[config.mk]
export PLATFORM = sky130hd
export DESIGN_NAME = load_store_unit
export DESIGN_NICKNAME = d
export VERILOG_FILES = /design/src/common/rv_pkg.sv /design/src/mem_stage/load_store_unit.sv
export SDC_FILE = /design/constraint.sdc
export NUM_CORES = 1
export LEC_CHECK = 0
export BUFFER_PORTS_ARGS = -buffer_cell sky130_fd_sc_hd__buf_2
export CAP_MARGIN = 10
export CORE_AREA = 4 4 94 96
export CTS_BUF_LIST = sky130_fd_sc_hd__clkbuf_4
export DETAILED_ROUTE_END_ITERATION = 6
export DIE_AREA = 0 0 98 100
export SYNTH_ARGS = -nofsm -noshare
export SYNTH_HDL_FRONTEND = slang
export SYNTH_SLANG_ARGS = --single-unit
[constraint.sdc]
create_clock -name i_clock -period 1.3 [get_ports i_clock]
set_input_delay 0.065 -clock i_clock [delete_from_list [all_inputs] [get_ports i_clock]]
set_output_delay 0.065 -clock i_clock [all_outputs]
set_load 0.005 [all_outputs]
[src/common/rv_pkg.sv]
package rv_pkg;

    typedef logic [31:0] data_t;
    typedef logic [31:0] inst_addr_t;
    typedef logic [4:0]  reg_addr_t;

    // Memory access size, 2'd3 is unused
    typedef enum logic [1:0]
    {
        access_byte = 2'd0,
        access_half = 2'd1,
        access_word = 2'd2
    } data_access_t;

    // Source of the register write data
    typedef enum logic [1:0]
    {
        sel_result = 2'd0,  // ALU result or address
        sel_load   = 2'd1,  // Data read from memory
        sel_link   = 2'd2   // Return address, pc + 4
    } wb_sel_t;

    typedef struct packed
    {
        inst_addr_t   pc;             // Instruction address
        data_t        result;         // ALU value or effective address
        data_t        data_b;         // Store data
        logic         mem_wr_enable;  // Store
        logic         mem_rd_enable;  // Load
        data_access_t mem_access;     // Access size
        logic         mem_unsigned;   // Zero-extend load data
        reg_addr_t    reg_wr_addr;
        logic         reg_wr_enable;
        wb_sel_t      reg_wr_sel;
    } ex_mem_t;

    // Wishbone classic request, word addressed
    typedef struct packed
    {
        logic        cyc;
        logic        stb;
        logic        we;
        logic [3:0]  sel;  // Byte lane enables
        logic [29:0] adr;  // Word address
        data_t       dat;
    } wb_req_t;

    typedef struct packed
    {
        logic  ack;
        data_t dat;   // Valid together with ack
    } wb_rsp_t;

    typedef struct packed
    {
        logic      valid;
        reg_addr_t reg_addr;
        data_t     data;
    } reg_write_t;

    // One data word seen as halfword or byte lanes
    typedef union packed
    {
        logic [1:0][15:0] half_lane;
        logic [3:0][7:0]  byte_lane;
    } data_lanes_t;

endpackage

[src/mem_stage/load_store_unit.sv]
`timescale 1ns/1ps

module load_store_unit
    import rv_pkg::*;
(
    input  logic    i_clock,
    input  logic    i_reset,
    input  ex_mem_t i_ex_mem,      // Instruction in MEM
    output wb_req_t o_wb_req,      // Master 0 request
    input  wb_rsp_t i_wb_rsp,      // Master 0 response
    output logic    o_busy,        // Memory access still pending
    output data_t   o_load_data    // Extended load value
);

    logic        mem_op;
    logic        done;
    logic [1:0]  offset;
    logic [3:0]  lane_sel;
    data_lanes_t store_lanes;
    data_lanes_t load_lanes;
    logic [7:0]  load_byte;
    logic [15:0] load_half;

    assign mem_op = i_ex_mem.mem_rd_enable || i_ex_mem.mem_wr_enable;
    assign offset = i_ex_mem.result[1:0];
    assign o_busy = mem_op && !i_wb_rsp.ack;  // Drops in the ack cycle

    // Set for the cycle after ack. The bus is released for one cycle so the
    // arbiter can rotate, and a finished access is never issued twice.
    always_ff @(posedge i_clock)
    begin
        if (i_reset)
            done <= 1'b0;
        else
            done <= i_wb_rsp.ack;
    end

    // Replicate store data in every lane and enable only the addressed ones
    always_comb
    begin
        store_lanes = i_ex_mem.data_b;
        case (i_ex_mem.mem_access)
            access_byte:
            begin
                for (int i = 0; i < 4; i++)
                    store_lanes.byte_lane[i] = i_ex_mem.data_b[7:0];
                lane_sel = 4'b0001 << offset;
            end
            access_half:
            begin
                store_lanes.half_lane[0] = i_ex_mem.data_b[15:0];
                store_lanes.half_lane[1] = i_ex_mem.data_b[15:0];
                lane_sel = offset[1] ? 4'b1100 : 4'b0011;  // Aligned down
            end
            default:
                lane_sel = 4'b1111;
        endcase
    end

    always_comb
    begin
        load_lanes = i_wb_rsp.dat;
        load_byte  = load_lanes.byte_lane[offset];
        load_half  = load_lanes.half_lane[offset[1]];
        case (i_ex_mem.mem_access)
            access_byte:
                if (i_ex_mem.mem_unsigned)
                    o_load_data = {24'b0, load_byte};
                else
                    o_load_data = {{24{load_byte[7]}}, load_byte};
            access_half:
                if (i_ex_mem.mem_unsigned)
                    o_load_data = {16'b0, load_half};
                else
                    o_load_data = {{16{load_half[15]}}, load_half};
            default:
                o_load_data = i_wb_rsp.dat;
        endcase
    end

    // Request fields stay steady while EX/MEM is stalled
    always_comb
    begin
        o_wb_req.cyc = mem_op && !done;
        o_wb_req.stb = mem_op && !done;
        o_wb_req.we  = i_ex_mem.mem_wr_enable;
        o_wb_req.sel = lane_sel;
        o_wb_req.adr = i_ex_mem.result[31:2];
        o_wb_req.dat = store_lanes;
    end

endmodule

### After elaboration in Yosys (flattened, before gate mapping)

Cells that the tools add are included.
Widths: inputs -> output; s select.

* $add $sub $neg: 0
* $mul: 0
* div/mod/pow operators: 0
* magnitude comparators: 2
* equal/unequal tests: 1
* shifts and indexed selects: 1
* muxes and demuxes: 10
* bitwise logic cells: 0
* reduce and logical (&&, ||, !) cells: 6

Operator list (number)
* $pmux 32 s2: 2
* $mux 32: 2
* $mux 16: 2
* $bmux 8 s2: 1
* $mux 8: 1
* $pmux 4 s2: 1
* $mux 4: 1
* $shl 1x2->4 const A: 1
* $lt 2x3->1 const B: 1
* $eq 2x1->1 const B: 1
* $logic_and 1x1->1: 2
* $logic_not 1->1: 2
* $logic_not 2->1: 1
* $lt 1x2->1 const B: 1
* $logic_or 1x1->1: 1

* register bits after elaboration: 1
* bits in latches: 0
* bits in writable memories: 0
* ROM bits: 0
* input bits: 144
* logic and storage cells: 21
* memories kept: 0

### Depth between registers and ports, before layout

* word-level depth: 4
* mapped depth: 6

### Worst setup path after synthesis

OpenSTA, ideal clock, no wires.

* kind: input-to-output
* start: in i_ex_mem[46] in the netlist's numbering
* end: out o_load_data[16]
* arrival time: 0.965 ns
* data required time: 1.235 ns
* slack: 0.270 ns
* stages on the path: 5
* path through: buf_6 -> mux2_4 -> a31oi_4 -> buf_6 -> o22ai_1

* longest elaborated chain between the ends: 4
* elaborated cells between the ends (all ways): 7

RTL lines
* start: declaration: line load_store_unit.sv:8 `input ex_mem_t i_ex_mem,`
* $bmux 8 s2 / $mux 16 (equally long branches): line load_store_unit.sv:63, load_store_unit.sv:64
* $mux 8 (not written as such) / $mux 16 (equally long branches): line load_store_unit.sv:63, load_store_unit.sv:64
* $mux 32, on equally long branches: line load_store_unit.sv:67, load_store_unit.sv:72
* $pmux 32 s2 (*): line load_store_unit.sv:65 `case (i_ex_mem.mem_access)`
* end: declaration: line load_store_unit.sv:12 `output data_t o_load_data`

Mark *: on every way between the ends. The rest lies on a longest branch, timed or not. The select of a mux whose other input is x is not followed.

### Worst setup path in the final report

* start: in i_ex_mem[45] in the netlist's numbering
* end: out o_load_data[8]

* longest elaborated chain between the ends: 4

RTL lines
* $bmux 8 s2: line load_store_unit.sv:63 `load_byte = load_lanes.byte_lane[offset];`
* $mux 8 (not written as such): line load_store_unit.sv:63
* $mux 32: line load_store_unit.sv:67 `if (i_ex_mem.mem_unsigned)`
* $pmux 32 s2: line load_store_unit.sv:65

No other way between the ends. The select of a mux whose other input is x is not followed.

==> reports/qor.csv <==
metric;value;unit
most numerous cell in the Yosys netlist;buf_4;
Detailed Routing Iterations Pass 1;4;
fin crit share;0.992;
Warnings, synthesis;0;
IO Pins;246;
register area share after synthesis;0.0130;
worst min path class;input pin to output pin;
post-DP HPWL;5.74;mm
Largest register FFs;1;
wire per inst;15.7;um
leading cell types by total area after synthesis;buf_4 21%, mux2i_1 10%, nand2_1 9.5%, nor2b_1 8.6%, o22ai_1 6.9%;
syn_area_per_cell;6.83;um^2
port buffer count;145;
setup TNS;0;ns
GRT overflow;0;
antenna fix cells;0;
CP startpoint kind;input pin;
Synth top cells by count;43 x buf_4, 39 x nand2_1, 21 x nor2b_1;
Fin. Hold Viols;0;
Core ar.;8050;um^2
final RePlAce weighted congestion;0.836;
RSZ-0062 raised after global routing;true;
Mapped Cells;225;
Post-Synthesis Cell Area;1540;um^2
placed insts;433;
Cell Count, Final, Fillers Out;434;
vias per cell;4.58;
CP bufs+invs;3;
Async SR Flop Fraction;0;
Pleak;1.17;nW
Synth Register Bits;1;
Netlist cell types;28;
fin worst setup slack;0.0102;ns
prevailing post-synth register cell;dfxtp_1;
largest net degree at the start of global routing;47;
Reg with most FFs;done;
Initial Utilization;0.191;
final setup vio count;0;
delay-heaviest family, CP;buffers and inverters;
Total Power;0.864;mW
crit path kind;input pin to output pin;
area leader, netlist;buf_4;
Peak supply drop;0.0974;mV
syn nets;369;
pre-CTS setup slack;-0.128;ns
critical path, cell by cell;buf_4 -> mux2_4 -> a22oi_4 -> buf_12 -> o221ai_1 -> buf_2;
EDFF count, synth;0;
cell with the largest stage delay on the worst path;mux2_4;
Finished Core Util;0.274;
fin nets;475;
fillcell total;898;
Arr. time, crit path;1.22;ns
worst-path fanout max;18;
PwrDens;392;nW/um^2
Worst path max stage delay;0.32;ns
GRT Total Usage;0.128;
area grow syn2layout;43.6;%
Max Slew Vio Count;0;
Total Routed Length;6.81;mm
vias in the first global route;2001;
die area;9800;um^2
min Tclk post-route;1.29;ns
Hold Path Depth;0;
share of the synthesized area in the top cell type;0.210;
Rel. slew slack;0.679;
Largest regs;done (1);
FMAX;775;MHz
Levels on crit path;6;
Post-DRT Antenna Nets;0;
global-route wire length before repair;10.3;mm
site row count;33;
detailed-route via count;1989;
DRC viols;0;
status;finished clean;
Crit. End Element;output pin;
layout cells sized above 1;0.562;
Worst Tran Pin Value;0.480;ns
width of the die;98;um
iteration-0 DRC count of the detailed router;43;
WP data required;1.24;ns
antenna violations before repair;1;
Die Ht;100;um
max-cap viol count;0;
==> layer usage <==
metal,wire length [um],global-route usage,vias to the layer above
met2,3430,0.251,114
li1,-,-,971
met5,13,0,-
met3,719,0.0347,16
met4,175,0.0319,2
met1,2470,0.133,886
==> cell usage in the layout, fill, tap and decap left out, types with 3 or more instances in the layout <==
cell type,netlist,layout
buf_2,7,143
o21ai_0,8,8
o21bai_1,4,4
mux2_2,9,8
o22ai_1,17,17
mux2i_1,16,16
buf_4,43,13
buf_12,0,4
a221o_1,7,7
nor2b_1,21,19
a22oi_1,7,7
nand2_1,39,39
mux2_4,2,3
nor2_1,14,13
o221ai_1,7,6
==> kinds of logic after synthesis <==
family          share of synthesized area
simple gates                        0.243
compound gates                      0.277
flops                              0.0130
buf+inv                             0.277
mux                                 0.190
==> power by group <==
group          switching [mW]  internal (mW)
Sequential           0.000454         0.0330
Clock                       0              0
Combinational           0.402          0.429
Total                   0.402          0.462
==> path summary, 6_finish.rpt <==
kind,startpoint,end,slack (ns)
setup / recovery,i_ex_mem[45],o_load_data[8],0.01
hold / removal,i_ex_mem[52],o_wb_req[37],0.13
==> metrics by stage <==
stage | hold WS [ns] | instance area, um^2
6_report | 0.130 | 2210
5_1_grt | 0.130 | 2210
2_1_floorplan | 0.137 | 1540
4_1_cts | 0.130 | 2190
3_3_place_gp | 0.130 | 2160
3_5_place_dp | 0.130 | 2160
==> cell type report <==
class	count	area [um^2]	area share
Multi-Input combinational cell	162	1120	0.506
Inverter	3	15.0	0.00680
Tap cell	105	131	0.0595
Sequential cell	1	20.0	0.00907
Timing Repair Buffer	163	923	0.418
==> what timing repair did <==
item	CTS	global route
resized for setup	8	4
hold buffers	0	0
endpoints found under the setup margin	15	11
buffers inserted	0	1
Power figures use the tool's default switching activity.
