$ cat src/common/rv_pkg.sv
package rv_pkg;

    typedef logic [31:0] data_t;
    typedef logic [31:0] inst_addr_t;
    typedef logic [4:0]  reg_addr_t;

    // Memory access size, 2'd3 is unused
    typedef enum logic [1:0]
    {
        access_byte = 2'd0,
        access_half = 2'd1,
        access_word = 2'd2
    } data_access_t;

    // Source of the register write data
    typedef enum logic [1:0]
    {
        sel_result = 2'd0,  // ALU result or address
        sel_load   = 2'd1,  // Data read from memory
        sel_link   = 2'd2   // Return address, pc + 4
    } wb_sel_t;

    typedef struct packed
    {
        inst_addr_t   pc;             // Instruction address
        data_t        result;         // ALU value or effective address
        data_t        data_b;         // Store data
        logic         mem_wr_enable;  // Store
        logic         mem_rd_enable;  // Load
        data_access_t mem_access;     // Access size
        logic         mem_unsigned;   // Zero-extend load data
        reg_addr_t    reg_wr_addr;
        logic         reg_wr_enable;
        wb_sel_t      reg_wr_sel;
    } ex_mem_t;

    // Wishbone classic request, word addressed
    typedef struct packed
    {
        logic        cyc;
        logic        stb;
        logic        we;
        logic [3:0]  sel;  // Byte lane enables
        logic [29:0] adr;  // Word address
        data_t       dat;
    } wb_req_t;

    typedef struct packed
    {
        logic  ack;
        data_t dat;   // Valid together with ack
    } wb_rsp_t;

    typedef struct packed
    {
        logic      valid;
        reg_addr_t reg_addr;
        data_t     data;
    } reg_write_t;

    // One data word seen as halfword or byte lanes
    typedef union packed
    {
        logic [1:0][15:0] half_lane;
        logic [3:0][7:0]  byte_lane;
    } data_lanes_t;

endpackage

$ cat src/logic/writeback_stage.sv
`timescale 1ns/1ps

module writeback_stage
    import rv_pkg::*;
(
    input  logic       i_clock,
    input  logic       i_reset,
    input  logic       i_stall,      // Memory access pending
    input  ex_mem_t    i_ex_mem,     // Instruction in MEM
    input  data_t      i_load_data,  // Valid in the ack cycle
    output reg_write_t o_reg_write   // Register file write request
);

    data_t wr_data;

    always_comb
    begin
        case (i_ex_mem.reg_wr_sel)
            sel_load:
                wr_data = i_load_data;
            sel_link:
                wr_data = i_ex_mem.pc + 32'd4;
            default:
                wr_data = i_ex_mem.result;
        endcase
    end

    always_ff @(posedge i_clock)
    begin
        if (i_reset || i_stall)
        begin
            o_reg_write <= '0;        // Bubble
        end
        else
        begin
            o_reg_write.valid    <= i_ex_mem.reg_wr_enable;
            o_reg_write.reg_addr <= i_ex_mem.reg_wr_addr;
            o_reg_write.data     <= wr_data;
        end
    end

endmodule

$ cat config.mk
export PLATFORM = sky130hd
export DESIGN_NAME = writeback_stage
export DESIGN_NICKNAME = d
export VERILOG_FILES = /design/src/common/rv_pkg.sv /design/src/logic/writeback_stage.sv
export SDC_FILE = /design/constraint.sdc
export NUM_CORES = 1
export LEC_CHECK = 0
export BUFFER_PORTS_ARGS = -buffer_cell sky130_fd_sc_hd__clkbuf_2
export CAP_MARGIN = 20
export CELL_PAD_IN_SITES_DETAIL_PLACEMENT = 0
export CELL_PAD_IN_SITES_GLOBAL_PLACEMENT = 1
export CORE_UTILIZATION = 30
export CTS_CLUSTER_SIZE = 16
export DETAILED_ROUTE_END_ITERATION = 10
export HOLD_SLACK_MARGIN = 0.05
export MAX_ROUTING_LAYER = met4
export PLACE_DENSITY_LB_ADDON = 0.1
export SLEW_MARGIN = 30
export SYNTH_ARGS = -nofsm -noshare
export SYNTH_HDL_FRONTEND = slang
export SYNTH_SLANG_ARGS = --single-unit
export TNS_END_PERCENT = 50
$ cat constraint.sdc
create_clock -name i_clock -period 3.9 [get_ports i_clock]
set_clock_uncertainty 0.1 [all_clocks]
set_input_delay 0.39 -clock i_clock [delete_from_list [all_inputs] [get_ports i_clock]]
set_output_delay 0.39 -clock i_clock [all_outputs]
set_load 0.01 [all_outputs]
# [Word-level counts from Yosys, hierarchy flattened]
# Cells that the tools add are included.
# Widths: inputs -> output; s select.
[word_totals] register_bits=38 word_cells=8
[classes] reduce_logical=1 n_mux=1 add_sub_neg=1 eq_ne=2
[ops] cell="$pmux 32 s2" n=1
[ops] cell="$add 32x3->32 const B" n=1
[ops] cell="$eq 2x1->1 const B" n=1
[ops] cell="$eq 2x2->1 const B" n=1
[ops] cell="$logic_or 1x1->1" n=1

# [Logic depth before layout (Yosys ltp)]
[depth] ltp_word=2 depth_mapped=9 ltp_nobuf=6

# [Worst setup path after synthesis]
# Ideal clock, no wire load.
[synth_path] path_type="input to register" start="in i_ex_mem[79] in the netlist's numbering" end="reg o_reg_write[26] in the netlist's numbering" required_time_ps=3665 setup_slack_ps=1905 stages=6 arrival_ps=1760 path_buffers=1 setup_time_ps=135 path_cell_list="ha_1 > nand4_1 > clkbuf_1 > nor4_1 > a31o_2 > o211ai_1"
[synth_between] elab_chain_cells=2
[synth_rtl] element="start: declaration" line_no="writeback_stage.sv:9" rtl="input ex_mem_t i_ex_mem,"
[synth_rtl] element="$add 32x3->32" line_no="writeback_stage.sv:22" rtl="wr_data = i_ex_mem.pc + 32'd4;"
[synth_rtl] element="$pmux 32 s2" line_no="writeback_stage.sv:18" rtl="case (i_ex_mem.reg_wr_sel)"
[synth_rtl] element="end: declaration" line_no="writeback_stage.sv:11" rtl="output reg_write_t o_reg_write"
# Every way passes these cells.
# A chain may end at the register's enable or synchronous reset.

# [Final worst setup path]
[layout_path] start="in i_ex_mem[0] in the netlist's numbering" end="reg o_reg_write[28] in the netlist's numbering"
[layout_between] elab_chain_cells=2 elab_cells_between_ends=3 cone_classes="2 x eq/ne; 1 x mux"
[layout_rtl] element="$eq 2x2->1 or $eq 2x1->1 (tied branches)" line_no="writeback_stage.sv:18"
[layout_rtl] element="$pmux 32 s2 (*)" line_no="writeback_stage.sv:18"
# Every way passes the cells marked *; elsewhere a longest branch is shown, timed or not.

==> flow_metrics.env <==
export IMPL_synthCells=328
export IMPL_relSlewSlack=0.464
export IMPL_dr_first_iter_drc_count=140
export IMPL_criticalPathCategory="input port to flop"
export IMPL_required_ns=3.97
export IMPL_diodes=0
export IMPL_htree_levels=2
export IMPL_area_growth_pct=36.5
export IMPL_endpoint_kind="flop"
export IMPL_ios=182
export IMPL_placed_area_um2=3360
export IMPL_syn_nets=475
export IMPL_status="completed"
export IMPL_die_area_um2=8840
export IMPL_min_path_type="input port to flop"
export IMPL_critPathMostFrequentCell="inv_1"
export IMPL_top_regs="o_reg_write (38)"
export IMPL_synth_avg_cell_area_um2=7.75
export IMPL_slowest_delay_ns=0.78
export IMPL_routed_via_density=5.29
export IMPL_drv_cap=0
export IMPL_hold_violations=0
export IMPL_start_kind="input port"
export IMPL_design_area_um2=3470
export IMPL_die_w_um=94.0
export IMPL_die_y_um=94.0
export IMPL_clkSinkCount=38
export IMPL_rows=33
export IMPL_worst_pin_slew_ns=0.801
export IMPL_clock_path_buffers=2
export IMPL_ff_latch_area_um2=761
export IMPL_grt_max_degree=44
export IMPL_vias=2997
export IMPL_grt_use_total=0.210
export IMPL_antenna_found_initial=0
export IMPL_port_buffers=144
export IMPL_fmax_mhz=396
export IMPL_gp_congestion=0.747
export IMPL_tritoncts="built"
export IMPL_path_cells="clkbuf_2 > inv_1 > ha_1 > inv_1 > buf_4 > o21a_1 > o2111ai_1 > o211ai_1"
export IMPL_synth_edf_count=0
export IMPL_final_util=0.422
export IMPL_worstPathMaxFanout=22
export IMPL_ys_warn_count=0
export IMPL_ys_ff_latch=38
export IMPL_top_register="o_reg_write"
export IMPL_multi_input_area_um2=1640
export IMPL_holdBufCountCts=0
export IMPL_firstDrtPassIters=5
export IMPL_yosysSeqAreaShare=0.299
export IMPL_remaining_drc_errors=0
export IMPL_final_setup_tns_ns=0
export IMPL_setup_viol=0
export IMPL_final_cell_mix="clkbuf_2 (144), dfxtp_1 (38), nand2_1 (28), a21oi_1 (21), o21ai_0 (18)"
export IMPL_start_util=0.309
export IMPL_slew_violations=0
export IMPL_core_area_um2=8220
export IMPL_p_per_area_nw_per_um2=294
export IMPL_fin_crit_sh=0.647
export IMPL_p_leak_uw=0.00157
export IMPL_largest_reg_flops=38
export IMPL_finalCriticalPeriod_ns=2.52
export IMPL_fillers=897
export IMPL_whs_ns=0.196
export IMPL_wl_um=8890
export IMPL_synth_flop_cell="dfxtp_1"
export IMPL_netlist_area_um2=2540
export IMPL_post_cts_buffers=0
export IMPL_grt_pass1_vias=2719
export IMPL_cts_buffers=5
export IMPL_place_ws_ns=0.992
export IMPL_ir_worst_vdd_uv=128
export IMPL_final_common_cell="clkbuf_2"
export IMPL_grt_overflow_total=0
export IMPL_setup_slack_ns=1.38
export IMPL_cts_resized=0
export IMPL_drive_gt1_frac=0.381
export IMPL_cts_root_buf="clkbuf_8"
export IMPL_synth_distinct_cells=57
export IMPL_grt_first_pass_wirelength_um=13900
export IMPL_worstPathArrival_ns=2.59
export IMPL_drt_wirelength_per_cell_um=15.7
export IMPL_synth_async_reset_ratio=0
export IMPL_nets=609
export IMPL_cpMaxStageDelayCell="ha_1"
export IMPL_drt_antenna_violating_nets=0
export IMPL_hpwl_um=6560
export IMPL_rsz0062_at_grt="no"
export IMPL_path_clk_slew_ns=0.08
-- final cells by class --
class                   instances  area share
multi-input cells             253       0.472
repair buffers                152       0.225
flip-flops and latches         38       0.219
well taps                     105      0.0379
clock buffers                   6      0.0238
inverters                      12      0.0130
clock inverters                 1     0.00865
-- cells by family after synthesis --
kind of cell	count (synthesis)	synth area share
adders and majority gates	3	0.0148
xor gates and xnor gates	6	0.0207
DFF	38	0.299
AOI/OAI and AO/OA	93	0.256
muxes	2	0.00837
and+or+nand+nor	149	0.342
buffers and inverters	37	0.0591
-- stage by stage --
stage,instances,power (uW)
after floorplan,328,556
after global placement,560,677
final,567,1020
after CTS,567,1040
after global routing,567,1080
after detailed placement,560,679
-- power breakdown --
group	internal [uW]	switching [uW]	leakage, uW
sequential	410	5.32	0.000312
clock	205	148	0.0000573
combinational	110	143	0.00120
-- routing by layer --
| metal | GRT usage | vias up | wire [um] |
|---|---|---|---|
| met4 | 0.0526 | 0 | 29 |
| met3 | 0.0340 | 2 | 511 |
| li1 | - | 1509 | - |
| met5 | - | - | 0 |
| met2 | 0.318 | 102 | 3940 |
| met1 | 0.289 | 1384 | 4410 |
-- synthesized netlist by cell type (2+ instances only) --
cell type | number | area share
a22oi_1 | 8 | 0.024
and4_1 | 5 | 0.017
and3_1 | 4 | 0.0098
o21a_1 | 5 | 0.015
o221ai_1 | 2 | 0.0069
o22ai_1 | 2 | 0.0049
buf_1 | 3 | 0.0044
a21boi_0 | 2 | 0.0059
o21ai_0 | 18 | 0.035
a21oi_1 | 21 | 0.041
inv_1 | 12 | 0.018
nand3_1 | 12 | 0.024
xnor2_1 | 5 | 0.017
ha_1 | 3 | 0.015
nand4_1 | 14 | 0.034
nand2_1 | 28 | 0.041
nand4b_1 | 8 | 0.028
nor3_1 | 12 | 0.024
nor2b_1 | 11 | 0.027
and2_0 | 2 | 0.0049
a221o_1 | 4 | 0.016
and2_1 | 7 | 0.017
a31o_2 | 3 | 0.010
or3b_2 | 2 | 0.0069
a221oi_1 | 4 | 0.014
or3_1 | 6 | 0.015
a41o_1 | 2 | 0.0079
o211ai_1 | 5 | 0.015
a31oi_1 | 3 | 0.0074
buf_2 | 2 | 0.0039
nor4_1 | 6 | 0.015
clkbuf_1 | 18 | 0.027
nor2_1 | 14 | 0.021
nand2b_1 | 6 | 0.015
o221a_2 | 2 | 0.0089
dfxtp_1 | 38 | 0.30
nor4b_1 | 5 | 0.017
o2111ai_1 | 5 | 0.017
-- critical path: cells and delay by family --
kind / cells / cell delay, ns
compound gates: 3 / 0.43
buf+inv: 4 / 0.96
fa+ha+maj: 1 / 0.78
-- worst paths after layout --
path / start / endpoint / slack [ns] / depth (start not counted)
hold / removal: i_ex_mem[5] / o_reg_write[34] / 0.20 / 2
setup / recovery: i_ex_mem[0] / o_reg_write[28] / 1.38 / 8
Power figures use the tool's default switching activity.
