--- src/common/rv_pkg.sv ---
package rv_pkg;

    typedef logic [31:0] data_t;
    typedef logic [31:0] inst_addr_t;
    typedef logic [4:0]  reg_addr_t;

    // Memory access size, 2'd3 is unused
    typedef enum logic [1:0]
    {
        access_byte = 2'd0,
        access_half = 2'd1,
        access_word = 2'd2
    } data_access_t;

    // Source of the register write data
    typedef enum logic [1:0]
    {
        sel_result = 2'd0,  // ALU result or address
        sel_load   = 2'd1,  // Data read from memory
        sel_link   = 2'd2   // Return address, pc + 4
    } wb_sel_t;

    typedef struct packed
    {
        inst_addr_t   pc;             // Instruction address
        data_t        result;         // ALU value or effective address
        data_t        data_b;         // Store data
        logic         mem_wr_enable;  // Store
        logic         mem_rd_enable;  // Load
        data_access_t mem_access;     // Access size
        logic         mem_unsigned;   // Zero-extend load data
        reg_addr_t    reg_wr_addr;
        logic         reg_wr_enable;
        wb_sel_t      reg_wr_sel;
    } ex_mem_t;

    // Wishbone classic request, word addressed
    typedef struct packed
    {
        logic        cyc;
        logic        stb;
        logic        we;
        logic [3:0]  sel;  // Byte lane enables
        logic [29:0] adr;  // Word address
        data_t       dat;
    } wb_req_t;

    typedef struct packed
    {
        logic  ack;
        data_t dat;   // Valid together with ack
    } wb_rsp_t;

    typedef struct packed
    {
        logic      valid;
        reg_addr_t reg_addr;
        data_t     data;
    } reg_write_t;

    // One data word seen as halfword or byte lanes
    typedef union packed
    {
        logic [1:0][15:0] half_lane;
        logic [3:0][7:0]  byte_lane;
    } data_lanes_t;

endpackage

--- src/logic/wb_arbiter.sv ---
`timescale 1ns/1ps

module wb_arbiter
    import rv_pkg::*;
#(
    parameter int ADDR_WIDTH = 10
)
(
    input  logic    i_clock,
    input  logic    i_reset,
    input  wb_req_t i_m0_req,     // Load/store unit
    input  wb_req_t i_m1_req,     // Host port
    output wb_rsp_t o_m0_rsp,
    output wb_rsp_t o_m1_rsp,
    output wb_req_t o_slave_req,
    input  wb_rsp_t i_slave_rsp
);

    logic    active;      // Grant held from the last cycle
    logic    owner;       // Master holding the grant
    logic    last;        // Master served last
    logic    hold;
    logic    pick;
    logic    sel;
    logic    sel_cyc;
    wb_req_t granted_req;

    // The owner keeps the bus while its cyc stays high. Otherwise the bus is
    // idle and a new master is picked, the one not served last on a tie.
    always_comb
    begin
        hold = active && (owner ? i_m1_req.cyc : i_m0_req.cyc);
        if (i_m0_req.cyc && i_m1_req.cyc)
            pick = ~last;
        else
            pick = i_m1_req.cyc;
        sel     = hold ? owner : pick;
        sel_cyc = sel ? i_m1_req.cyc : i_m0_req.cyc;
    end

    always_comb
    begin
        granted_req = sel ? i_m1_req : i_m0_req;
        o_slave_req = '0;           // No cyc or stb without a grant
        if (sel_cyc)
        begin
            o_slave_req     = granted_req;
            o_slave_req.adr = 30'(granted_req.adr[ADDR_WIDTH-1:0]);
        end
    end

    always_comb
    begin
        o_m0_rsp.ack = i_slave_rsp.ack && sel_cyc && !sel;
        o_m0_rsp.dat = i_slave_rsp.dat;
        o_m1_rsp.ack = i_slave_rsp.ack && sel_cyc && sel;
        o_m1_rsp.dat = i_slave_rsp.dat;
    end

    always_ff @(posedge i_clock)
    begin
        if (i_reset)
        begin
            active <= 1'b0;
            owner  <= 1'b0;
            last   <= 1'b1;         // Master 0 first
        end
        else
        begin
            active <= sel_cyc;
            owner  <= sel;
            if (i_slave_rsp.ack && sel_cyc)
                last <= sel;        // Rotate on each completed cycle
        end
    end

endmodule

--- config.mk ---
export PLATFORM = sky130hd
export DESIGN_NAME = wb_arbiter
export DESIGN_NICKNAME = d
export VERILOG_FILES = /design/src/common/rv_pkg.sv /design/src/logic/wb_arbiter.sv
export SDC_FILE = /design/constraint.sdc
export NUM_CORES = 1
export LEC_CHECK = 0
export ABC_CLOCK_PERIOD_IN_PS = 1700
export BUFFER_PORTS_ARGS = -buffer_cell sky130_fd_sc_hd__buf_2
export CAP_MARGIN = 20
export CORE_AREA = 5 5 115 117
export DETAILED_ROUTE_END_ITERATION = 6
export DIE_AREA = 0 0 120 122
export HOLD_SLACK_MARGIN = 0.08
export SKIP_CTS_REPAIR_TIMING = 1
export SYNTH_ARGS = -nofsm -noshare
export SYNTH_HDL_FRONTEND = slang
export SYNTH_SLANG_ARGS = --single-unit
--- constraint.sdc ---
create_clock -name i_clock -period 1.7 [get_ports i_clock]
set_input_delay 0.085 -clock i_clock [delete_from_list [all_inputs] [get_ports i_clock]]
set_output_delay 0.085 -clock i_clock [all_outputs]
set_load 0.02 [all_outputs]
Yosys cells after proc, flatten, opt, wreduce, memory -nomap -nowiden --
Index checks and enable logic that the tools add are counted.
Word-level totals: register bits after elaboration 3, output and inout port bits 135
Cells by class: mux-type cells 6, bitwise gates (word level) 1, reduce and logical (&&, ||, !) cells 6
Operators by type and width (number):
- two-way mux 69 bit | 2
- logical AND 1 bit | 5
- two-way mux 1 bit | 4
- zero test 1 bit | 1
- inverter 1 bit | 1

Logic depth before layout (Yosys ltp) --
Gate-level depths: netlist of the first run.
depth after elaboration 6, mapped depth 5

Worst setup path before layout of the first run --
Ideal clock, no wire load.
path kind reg2out, start point register active, end point output o_slave_req[18] in the netlist's numbering, arrival time 1.232 ns, data required time 1.615 ns, setup slack 0.383 ns, cell stages (with the launch flop) 6, cell sequence dfxtp_1 -> and2_4 -> o21ai_2 -> buf_2 -> buf_6 -> a32o_1
RTL lines:
- from (decl) | RTL line wb_arbiter.sv:19 | logic active;
- from (signal assigned) | RTL line wb_arbiter.sv:70 | active <= sel_cyc;
- to (decl) | RTL line wb_arbiter.sv:15 | output wb_req_t o_slave_req,

==> run summary, run 1 <==
The run finished, with violations left. The final reports fail on negative setup slack. The detailed router finished its first iteration with 59 violations. The clock-pin slew of the registers on the worst-case setup and hold paths was 0.03 ns.

The worst setup path is launched from a register. The worst hold path passes through 0 cells. The tree is rooted in a sky130_fd_sc_hd__clkbuf_16. Entering global routing, the biggest net connects 51 pins. Counting I/O delays and the setup requirement, the final critical path takes 1.723 ns. At the later pin of the worst-skew pair, clock insertion delay measures 0.22 ns. Maximum buffer depth of the clock tree: 2. The portion of synthesized cell area occupied by the leading cell type works out to 45.50%. For this run, the leading register cell type out of synthesis is sky130_fd_sc_hd__dfxtp_1. The number of buffers inserted during clock tree synthesis was 3.

The number of buffers and inverters on the critical path is 4. The total power consumption of the routed design was 1.197 mW; the count of flip-flops with a built-in enable after synthesis was 0. After detailed routing, the average wire length per cell comes to 19.32 um. The ratio of cells with drive above 1 in the final layout was 74.52%; the worst clock skew was 0.002911 ns. For the max-slew violation count, the log shows 0. The most common cell in the synthesized netlist is sky130_fd_sc_hd__buf_4.

For the worst flop-to-flop path, the logic depth is 4. The congestion estimate from routability-driven global placement came to 0.6677. The initial antenna violation count is 0.

Multiplexer cells account for 0% of the synthesized area. For the final number of setup-violating endpoints, the log shows 14. The busiest layer in global routing was met2. In this design, the stage delay of the slowest critical-path cell is 0.33 ns. Synthesis inferred 3 register bits.

Ranked by total cell area, the synthesized netlist is headed by sky130_fd_sc_hd__buf_4 (45%), sky130_fd_sc_hd__a32o_1 (34%), sky130_fd_sc_hd__buf_6 (4.8%), sky130_fd_sc_hd__dfxtp_1 (4.3%), sky130_fd_sc_hd__buf_2 (2.1%). The starting density of the core was 11.44%. The worst setup path is of the reg2out kind. The logs give 7902 um for the final wirelength and 0.01464 sq mm for the full die area. For this run, global-route usage on met2 was measured as 12.86%. The largest individual stage delay along the critical path comes from the cell sky130_fd_sc_hd__dfxtp_2. The adder-cell share of the synthesized area came out at 0%. The met1 layer usage reported by global route was 6.257%; the simple logic cell fraction of the synthesized area was 3.836%.

The die span in y came out at 122 um. In this design, the largest share of critical-path delay is due to buffers and inverters. The floorplan has 41 rows. The type of the tightest min-delay check was in2out.

The run gives 580.4 MHz as the timing-limited maximum frequency. The critical path depth in cells works out to 7. The post-route DRC violation count came out at 0. The area growth from synthesis to layout is 51.92%. By count the netlist is led by sky130_fd_sc_hd__buf_4 (85), sky130_fd_sc_hd__a32o_1 (48), sky130_fd_sc_hd__buf_2 (6), sky130_fd_sc_hd__buf_6 (6), sky130_fd_sc_hd__clkbuf_1 (4).

TritonCTS built the clock tree. The tools report the total global routing overflow as 0. For the number of iterations in the first detailed-routing pass, the log shows 4. Dividing the synthesized area by the synthesized cell count gives 8.399 sq um. 0 antenna diodes ended up in the layout.

The tools report the core area as 0.01226 sq mm. The boundary pin count is 308. The share of the synthesized netlist area taken by xor and xnor gates was 0%; the largest fanout of any net on the critical path was 9. For the area of the mapped netlist, the log shows 0.001403 sq mm. Port buffering added 151 buffers. The logs give -0.02291 ns for the post-layout worst setup margin and 3 for the clock net sink count. The critical path goes through nor2_4 > buf_6 > o21ai_4 > buf_12 > clkbuf_16 > a32o_1 > buf_2.

The tools report the capturing element type of the critical path as an output pin. The endpoint required time on the critical path is 1.62 ns. The count of distinct cell types in the synthesized netlist is 20. The Yosys step of the flow raised 0 warnings. For this block, the via count after detailed routing is 1680.

Combinational family with the most area after synthesis: buffers and inverters. Async set-or-reset flop fraction in the synthesized netlist: 0%. The logs give 1 for the H-tree depth and 7741 um for the first-pass GRT wire length. The die span in x was 120 um. The HPWL reported at the end of detailed placement was 4565 um; the ratio of total power to cell area was 561.6 mW/mm^2. The post-route antenna net violation count was 0; the synthesized instance count was 167.

The met3 capacity usage during global routing was 2.228%. Setup repair after global routing could not meet its margin everywhere. VDD sags by at most 203.3 uV. For this run, the total global-route usage over all layers was measured as 6.673%. The final cycle utilization of the critical path was 101.3%; the number of hold-slack violations in the final timing report was 0.

The synthesized netlist devotes 37.82% of its cell area to compound gates. The biggest area contributor in the post-synthesis netlist is sky130_fd_sc_hd__buf_4. At the end of the flow the core is filled with cells to 17.38%. After synthesis, flip-flops and latches occupy 4.282% of the total area. The max capacitance violation total was 0; the leakage component of the power was 1.110 nW. The via count of the first global-routing pass is 1520, and the number of nets at the end of the flow is 433. Hold timing on the final database bottoms out at a slack of 0.1700 ns. At the worst endpoint, the arrival time is 1.64 ns.

The number of vias per cell is 4.108.
state kept, by name (all words and copies together) (netlist names):
register	cells
active	1
last	1
owner	1
worst register-to-register path, cell delays in order, from the launching register on:
cell and delay (ns):
sky130_fd_sc_hd__dfxtp_4 0.36, sky130_fd_sc_hd__nor2_4 0.05, sky130_fd_sc_hd__buf_4 0.16, sky130_fd_sc_hd__o31a_4 0.41, sky130_fd_sc_hd__nor2b_1 0.14
kinds of logic (layout without fill, tap and decap cells):
logic type	Yosys count	after routing
AOI/OAI and AO/OA	53	58
DFF	3	3
other	1	20
and+or+nand+nor	8	8
buffers and inverters	102	170
final cells by class:
cell class / instances / area, sq um
Sequential cell: 3 / 65.06
Timing Repair Buffer: 165 / 1017
Clock buffer: 4 / 78.83
Inverter: 1 / 3.754
Fill cell: 1373 / 10130
Tap cell: 150 / 187.7
Multi-Input combinational cell: 86 / 778.2
path summary, 6_finish.rpt:
path	endpoint	startpoint	slack, ns
min	o_m0_rsp[17]	i_slave_rsp[17]	0.17
max reg2reg	owner$_SDFF_PP0_	last$_SDFFE_PP1P_	0.47
min reg2reg	last$_SDFFE_PP1P_	last$_SDFFE_PP1P_	0.55
max	o_slave_req[32]	active$_SDFF_PP0_	-0.02
through the flow:
stage          area [sq um]  setup WS (ns)  std cells  setup TNS, ns
4_1_cts                1803        -0.1560        395         -4.746
3_5_place_dp           1724        0.08366        391              0
3_3_place_gp           1724        0.09370        391              0
6_report               2131       -0.02291        409       -0.08373
2_1_floorplan          1474         0.3833        186              0
5_1_grt                2131       -0.08579        409         -2.058
metal layers:
metal	vias up	part of all wire, %
met2	130	53
met1	786	36
met4	0	2.9
met3	26	8.7
li1	738	-
met5	-	0
layout by cell type, fill, tap and decap left out, drive strengths merged:
master and count:
a21oi 1, a311o 1, a311oi 1, a32o 48
and2 2, and3 1, buf 162, clkbuf 6
conb 20, dfxtp 3, dlygate4sd3 1, inv 1
nor2 1, nor2b 2, nor4bb 1, o21ai 1
o31a 6, or2 1
where the power goes:
part	internal, mW	switching (mW)
Combinational	0.333	0.411
Clock	0.309	0.0617
Sequential	0.0760	0.00576
Note: power is estimated with default switching activity, not from simulation.
==> run 2: changes to the inputs <==
--- a/config.mk
+++ b/config.mk
@@ -5,12 +5,13 @@
 export SDC_FILE = /design/constraint.sdc
 export NUM_CORES = 1
 export LEC_CHECK = 0
+export ABC_AREA = 1
 export ABC_CLOCK_PERIOD_IN_PS = 1700
 export BUFFER_PORTS_ARGS = -buffer_cell sky130_fd_sc_hd__buf_2
 export CAP_MARGIN = 20
-export CORE_AREA = 5 5 115 117
+export CORE_AREA = 5 5 117 119
 export DETAILED_ROUTE_END_ITERATION = 6
-export DIE_AREA = 0 0 120 122
+export DIE_AREA = 0 0 122 124
 export HOLD_SLACK_MARGIN = 0.08
 export SKIP_CTS_REPAIR_TIMING = 1
 export SYNTH_ARGS = -nofsm -noshare
==> constraint.sdc (replaced) <==
create_clock -name i_clock -period 1.7 [get_ports i_clock]
set_input_delay 0.34 -clock i_clock [delete_from_list [all_inputs] [get_ports i_clock]]
set_output_delay 0.34 -clock i_clock [all_outputs]
set_load 0.02 [all_outputs]
==> run 2 against run 1 <==
  * The run still ends with negative setup slack left
  * Final area increased by 42%
  * Clock-buffer cell count unchanged
  * Combinational power increased by 41%
  * Sequential power decreased by 4.5%
  * Worst hold slack improved by 0.13 ns
  * Power increased by 25%
  * Global-route usage increased by 0.58 points
  * Largest cell class unchanged
==> run summary, run 2 <==
For this run, design rule violations remaining after detail routing come to 0. Standard cell with the maximum stage delay on the critical path: sky130_fd_sc_hd__dfxtp_2. Setup violations remaining at the end of the flow were counted as 28. For this run the aggregate overflow at the end of global routing stands at 0. After clock tree synthesis, the clock-pin slew on the worst setup and hold paths is 0.03 ns. Among all flip-flop cells after synthesis, the most frequent one is sky130_fd_sc_hd__dfxtp_1. The final reports fail on negative setup slack. The proportion of synthesized chip area in sequential cells came out at 3.254%. The total power consumption of the routed design was 1.499 mW; the average cell area after synthesis was 5.015 sq um.

The per-cell routed wire length is 12.09 um. The full die area was 0.01513 sq mm; the ratio of cells with drive above 1 in the final layout was 50.33%. Ranked by instance count, the synthesized netlist is headed by sky130_fd_sc_hd__nand2_1 (100), sky130_fd_sc_hd__buf_4 (86), sky130_fd_sc_hd__inv_1 (53), sky130_fd_sc_hd__nor2_1 (53), sky130_fd_sc_hd__nand3_1 (49). The via count of the first global-routing pass was 1883; the highest cell delay on the worst timing path was 0.31 ns. In the layout the commonest cells are sky130_fd_sc_hd__buf_2 (102), sky130_fd_sc_hd__nor2_1 (53), sky130_fd_sc_hd__inv_1 (52).

The number of hold-slack violations in the final timing report was 0. The tightest hold path in the finished design has a slack of 0.3043 ns. Measured on the finished design, the core utilization comes to 24.23%. The core area came out at 0.01247 sq mm.

Before antenna repair, the detailed router went through 4 iterations. The max-slew violation count was 0; the row count was 41. The Yosys step of the flow raised 0 warnings. The number of input and output port buffers inserted works out to 151. The die is 122 um wide. In this run, placement finished with an instance count of 612.

VDD sags by at most 391.0 uV. On the final layout, the worst clock skew is 0.0001768 ns. The tools report the number of nets at the end of the flow as 627.

HPWL reported at the end of detailed placement: 5139 um. The biggest area consumer among synthesized cells is sky130_fd_sc_hd__buf_4. The run finished, with violations left. In the synthesized netlist the async set-or-reset flop fraction comes to 0%. The logs give 368 for the synthesized instance count and 1.39 ns for the data arrival at the endpoint of the critical path. The initial utilization of the core area, before any placement, comes to 14.80%. The max capacitance violation total was 0; the flip-flop and latch count after synthesis was 3. Later-pin clock latency in the skew report: 0.22 ns. Walking the worst path, the cells encountered are inv_1 > nand2_2 > nand3_4 > nand2_8 > clkbuf_16 > nand2_1 > nand2_1 > buf_4. In this design, the largest share of critical-path delay is due to simple AND/OR/NAND/NOR gates.

Of the available clock period, the critical path in the final layout requires 101.7%. The post-route antenna net violation count was 0. The total number of vias was 2271; the final critical delay including setup and external delays was 1.729 ns. The analysis attributes to cell leakage a power of 1.822 nW. The most frequent cell on the critical path is sky130_fd_sc_hd__nand2_1. The most frequent standard cell in the layout excluding fill and tap cells was sky130_fd_sc_hd__buf_2. In the post-synthesis netlist, the biggest area contributors are sky130_fd_sc_hd__buf_4 (35%), sky130_fd_sc_hd__nand2_1 (20%), sky130_fd_sc_hd__nand3_1 (13%), sky130_fd_sc_hd__inv_1 (11%), sky130_fd_sc_hd__nor2_1 (11%). Initial antenna violation count: 0. Synthesis instantiated 13 different standard cells from the library. STA classifies the critical path endpoint as an output pin. The combined buffer and inverter count along the critical path is 3, and the ratio of total power to cell area is 496.2 mW/mm^2.

OpenSTA, run right after detailed placement, puts the worst setup slack at 0.08045 ns. The run gives -0.02879 ns as the post-layout worst setup margin. Derived from the worst setup path, the maximum achievable clock frequency is 578.4 MHz.

The cell area that synthesis handed to floorplanning was 0.001846 sq mm. Dividing the detail-routed via count by the number of cells gives 3.634. Final wirelength: 7556 um.

First-pass GRT wire length: 9108 um. 0 antenna diodes ended up in the layout. The tools report the startpoint type of the worst setup path as a register. The count of flip-flops with a built-in enable after synthesis was 0. The critical path is of the reg2out type.

The area growth from synthesis to layout is 63.66%. No sink is reached through more buffers than the 2 on the longest clock path. The tightest min-delay check is of the in2reg type.

The global routing usage summed across all routing layers was 7.255%; the final weighted congestion in routability-driven placement was 0.7296. The die span in y is 124 um. Root buffer selected by CTS: sky130_fd_sc_hd__clkbuf_16. The tools report the endpoint required time on the critical path as 1.36 ns. For this design, the sink count on the clock tree is 3.

Yosys instantiated no cell more often than sky130_fd_sc_hd__nand2_1. In the final layout, the registers with the most flip-flops are active x1, last x1, owner x1. The logs give 1 for the H-tree depth and 30 for the largest net degree at the start of global routing. In this run the worst path has a maximum fanout of 8. The number of buffers inserted during clock tree synthesis is 3. Once layout is complete, the cells apart from fillers number 625. Setup repair after global routing could not meet its margin everywhere.

The DRC marker count from the first detailed-route iteration is 100, and the portion of synthesized cell area occupied by the leading cell type is 34.98%. The boundary pin count came out at 308. TritonCTS built the clock tree.
## run 2: changes by cell type after synthesis, moves of 2 or more
cell / previous run / this run
sky130_fd_sc_hd__buf_6: 6 / 1
sky130_fd_sc_hd__inv_1: 0 / 53
sky130_fd_sc_hd__nor2_1: 1 / 53
sky130_fd_sc_hd__a32o_1: 48 / 0
sky130_fd_sc_hd__clkbuf_1: 4 / 10
sky130_fd_sc_hd__buf_2: 6 / 9
sky130_fd_sc_hd__nor2b_1: 2 / 0
sky130_fd_sc_hd__nand2_1: 0 / 100
sky130_fd_sc_hd__nand3_1: 0 / 49
## run 2: layer usage
metal	global-route usage, %	vias up	share of wire [%]	wire length [um]
met5	0	-	0	0
met4	1.611	0	1.0	76
met3	2.906	10	12	895
met2	13.16	145	51	3831
met1	7.976	962	36	2752
li1	-	1154	-	-
## run 2: report_power, final
| part | leakage, nW | switching, mW | internal, mW |
|---|---|---|---|
| Sequential | 0.0248 | 0.00166 | 0.0764 |
| Combinational | 1.76 | 0.566 | 0.486 |
| Clock | 0.0382 | 0.0600 | 0.309 |
## run 2: cell type report
class	instances	area, sq um
timing repair buffer	168	1335
fill	1397	9445
tap	172	215.2
inverter	53	198.9
clock buffer	4	78.83
sequential	3	62.56
multi-input combinational	225	1130
## run 2: path summary, 6_finish.rpt
path                            depth (start not counted)  slack (ns)                end         startpoint
worst max register to register                          8        0.45   owner$_SDFF_PP0_  last$_SDFFE_PP1P_
worst min register to register                          5        0.66  last$_SDFFE_PP1P_  last$_SDFFE_PP1P_
worst min-delay path                                    2        0.30  active$_SDFF_PP0_            i_reset
worst max-delay path                                    8       -0.03    o_slave_req[31]  active$_SDFF_PP0_
## run 2: kinds of logic after synthesis
kind of cell           Yosys count  synth area share, %
DFF                              3                3.254
AOI/OAI and AO/OA                1               0.4069
other                            1               0.2032
buffers and inverters          159                50.85
and+or+nand+nor                204                45.29
## run 2: metrics by stage
stage	area [sq um]	setup TNS (ns)
2_1_floorplan	1917	0
3_3_place_gp	2291	0
3_5_place_dp	2291	0
4_1_cts	2370	-1.499
5_1_grt	3020	-4.252
6_report	3020	-0.4075
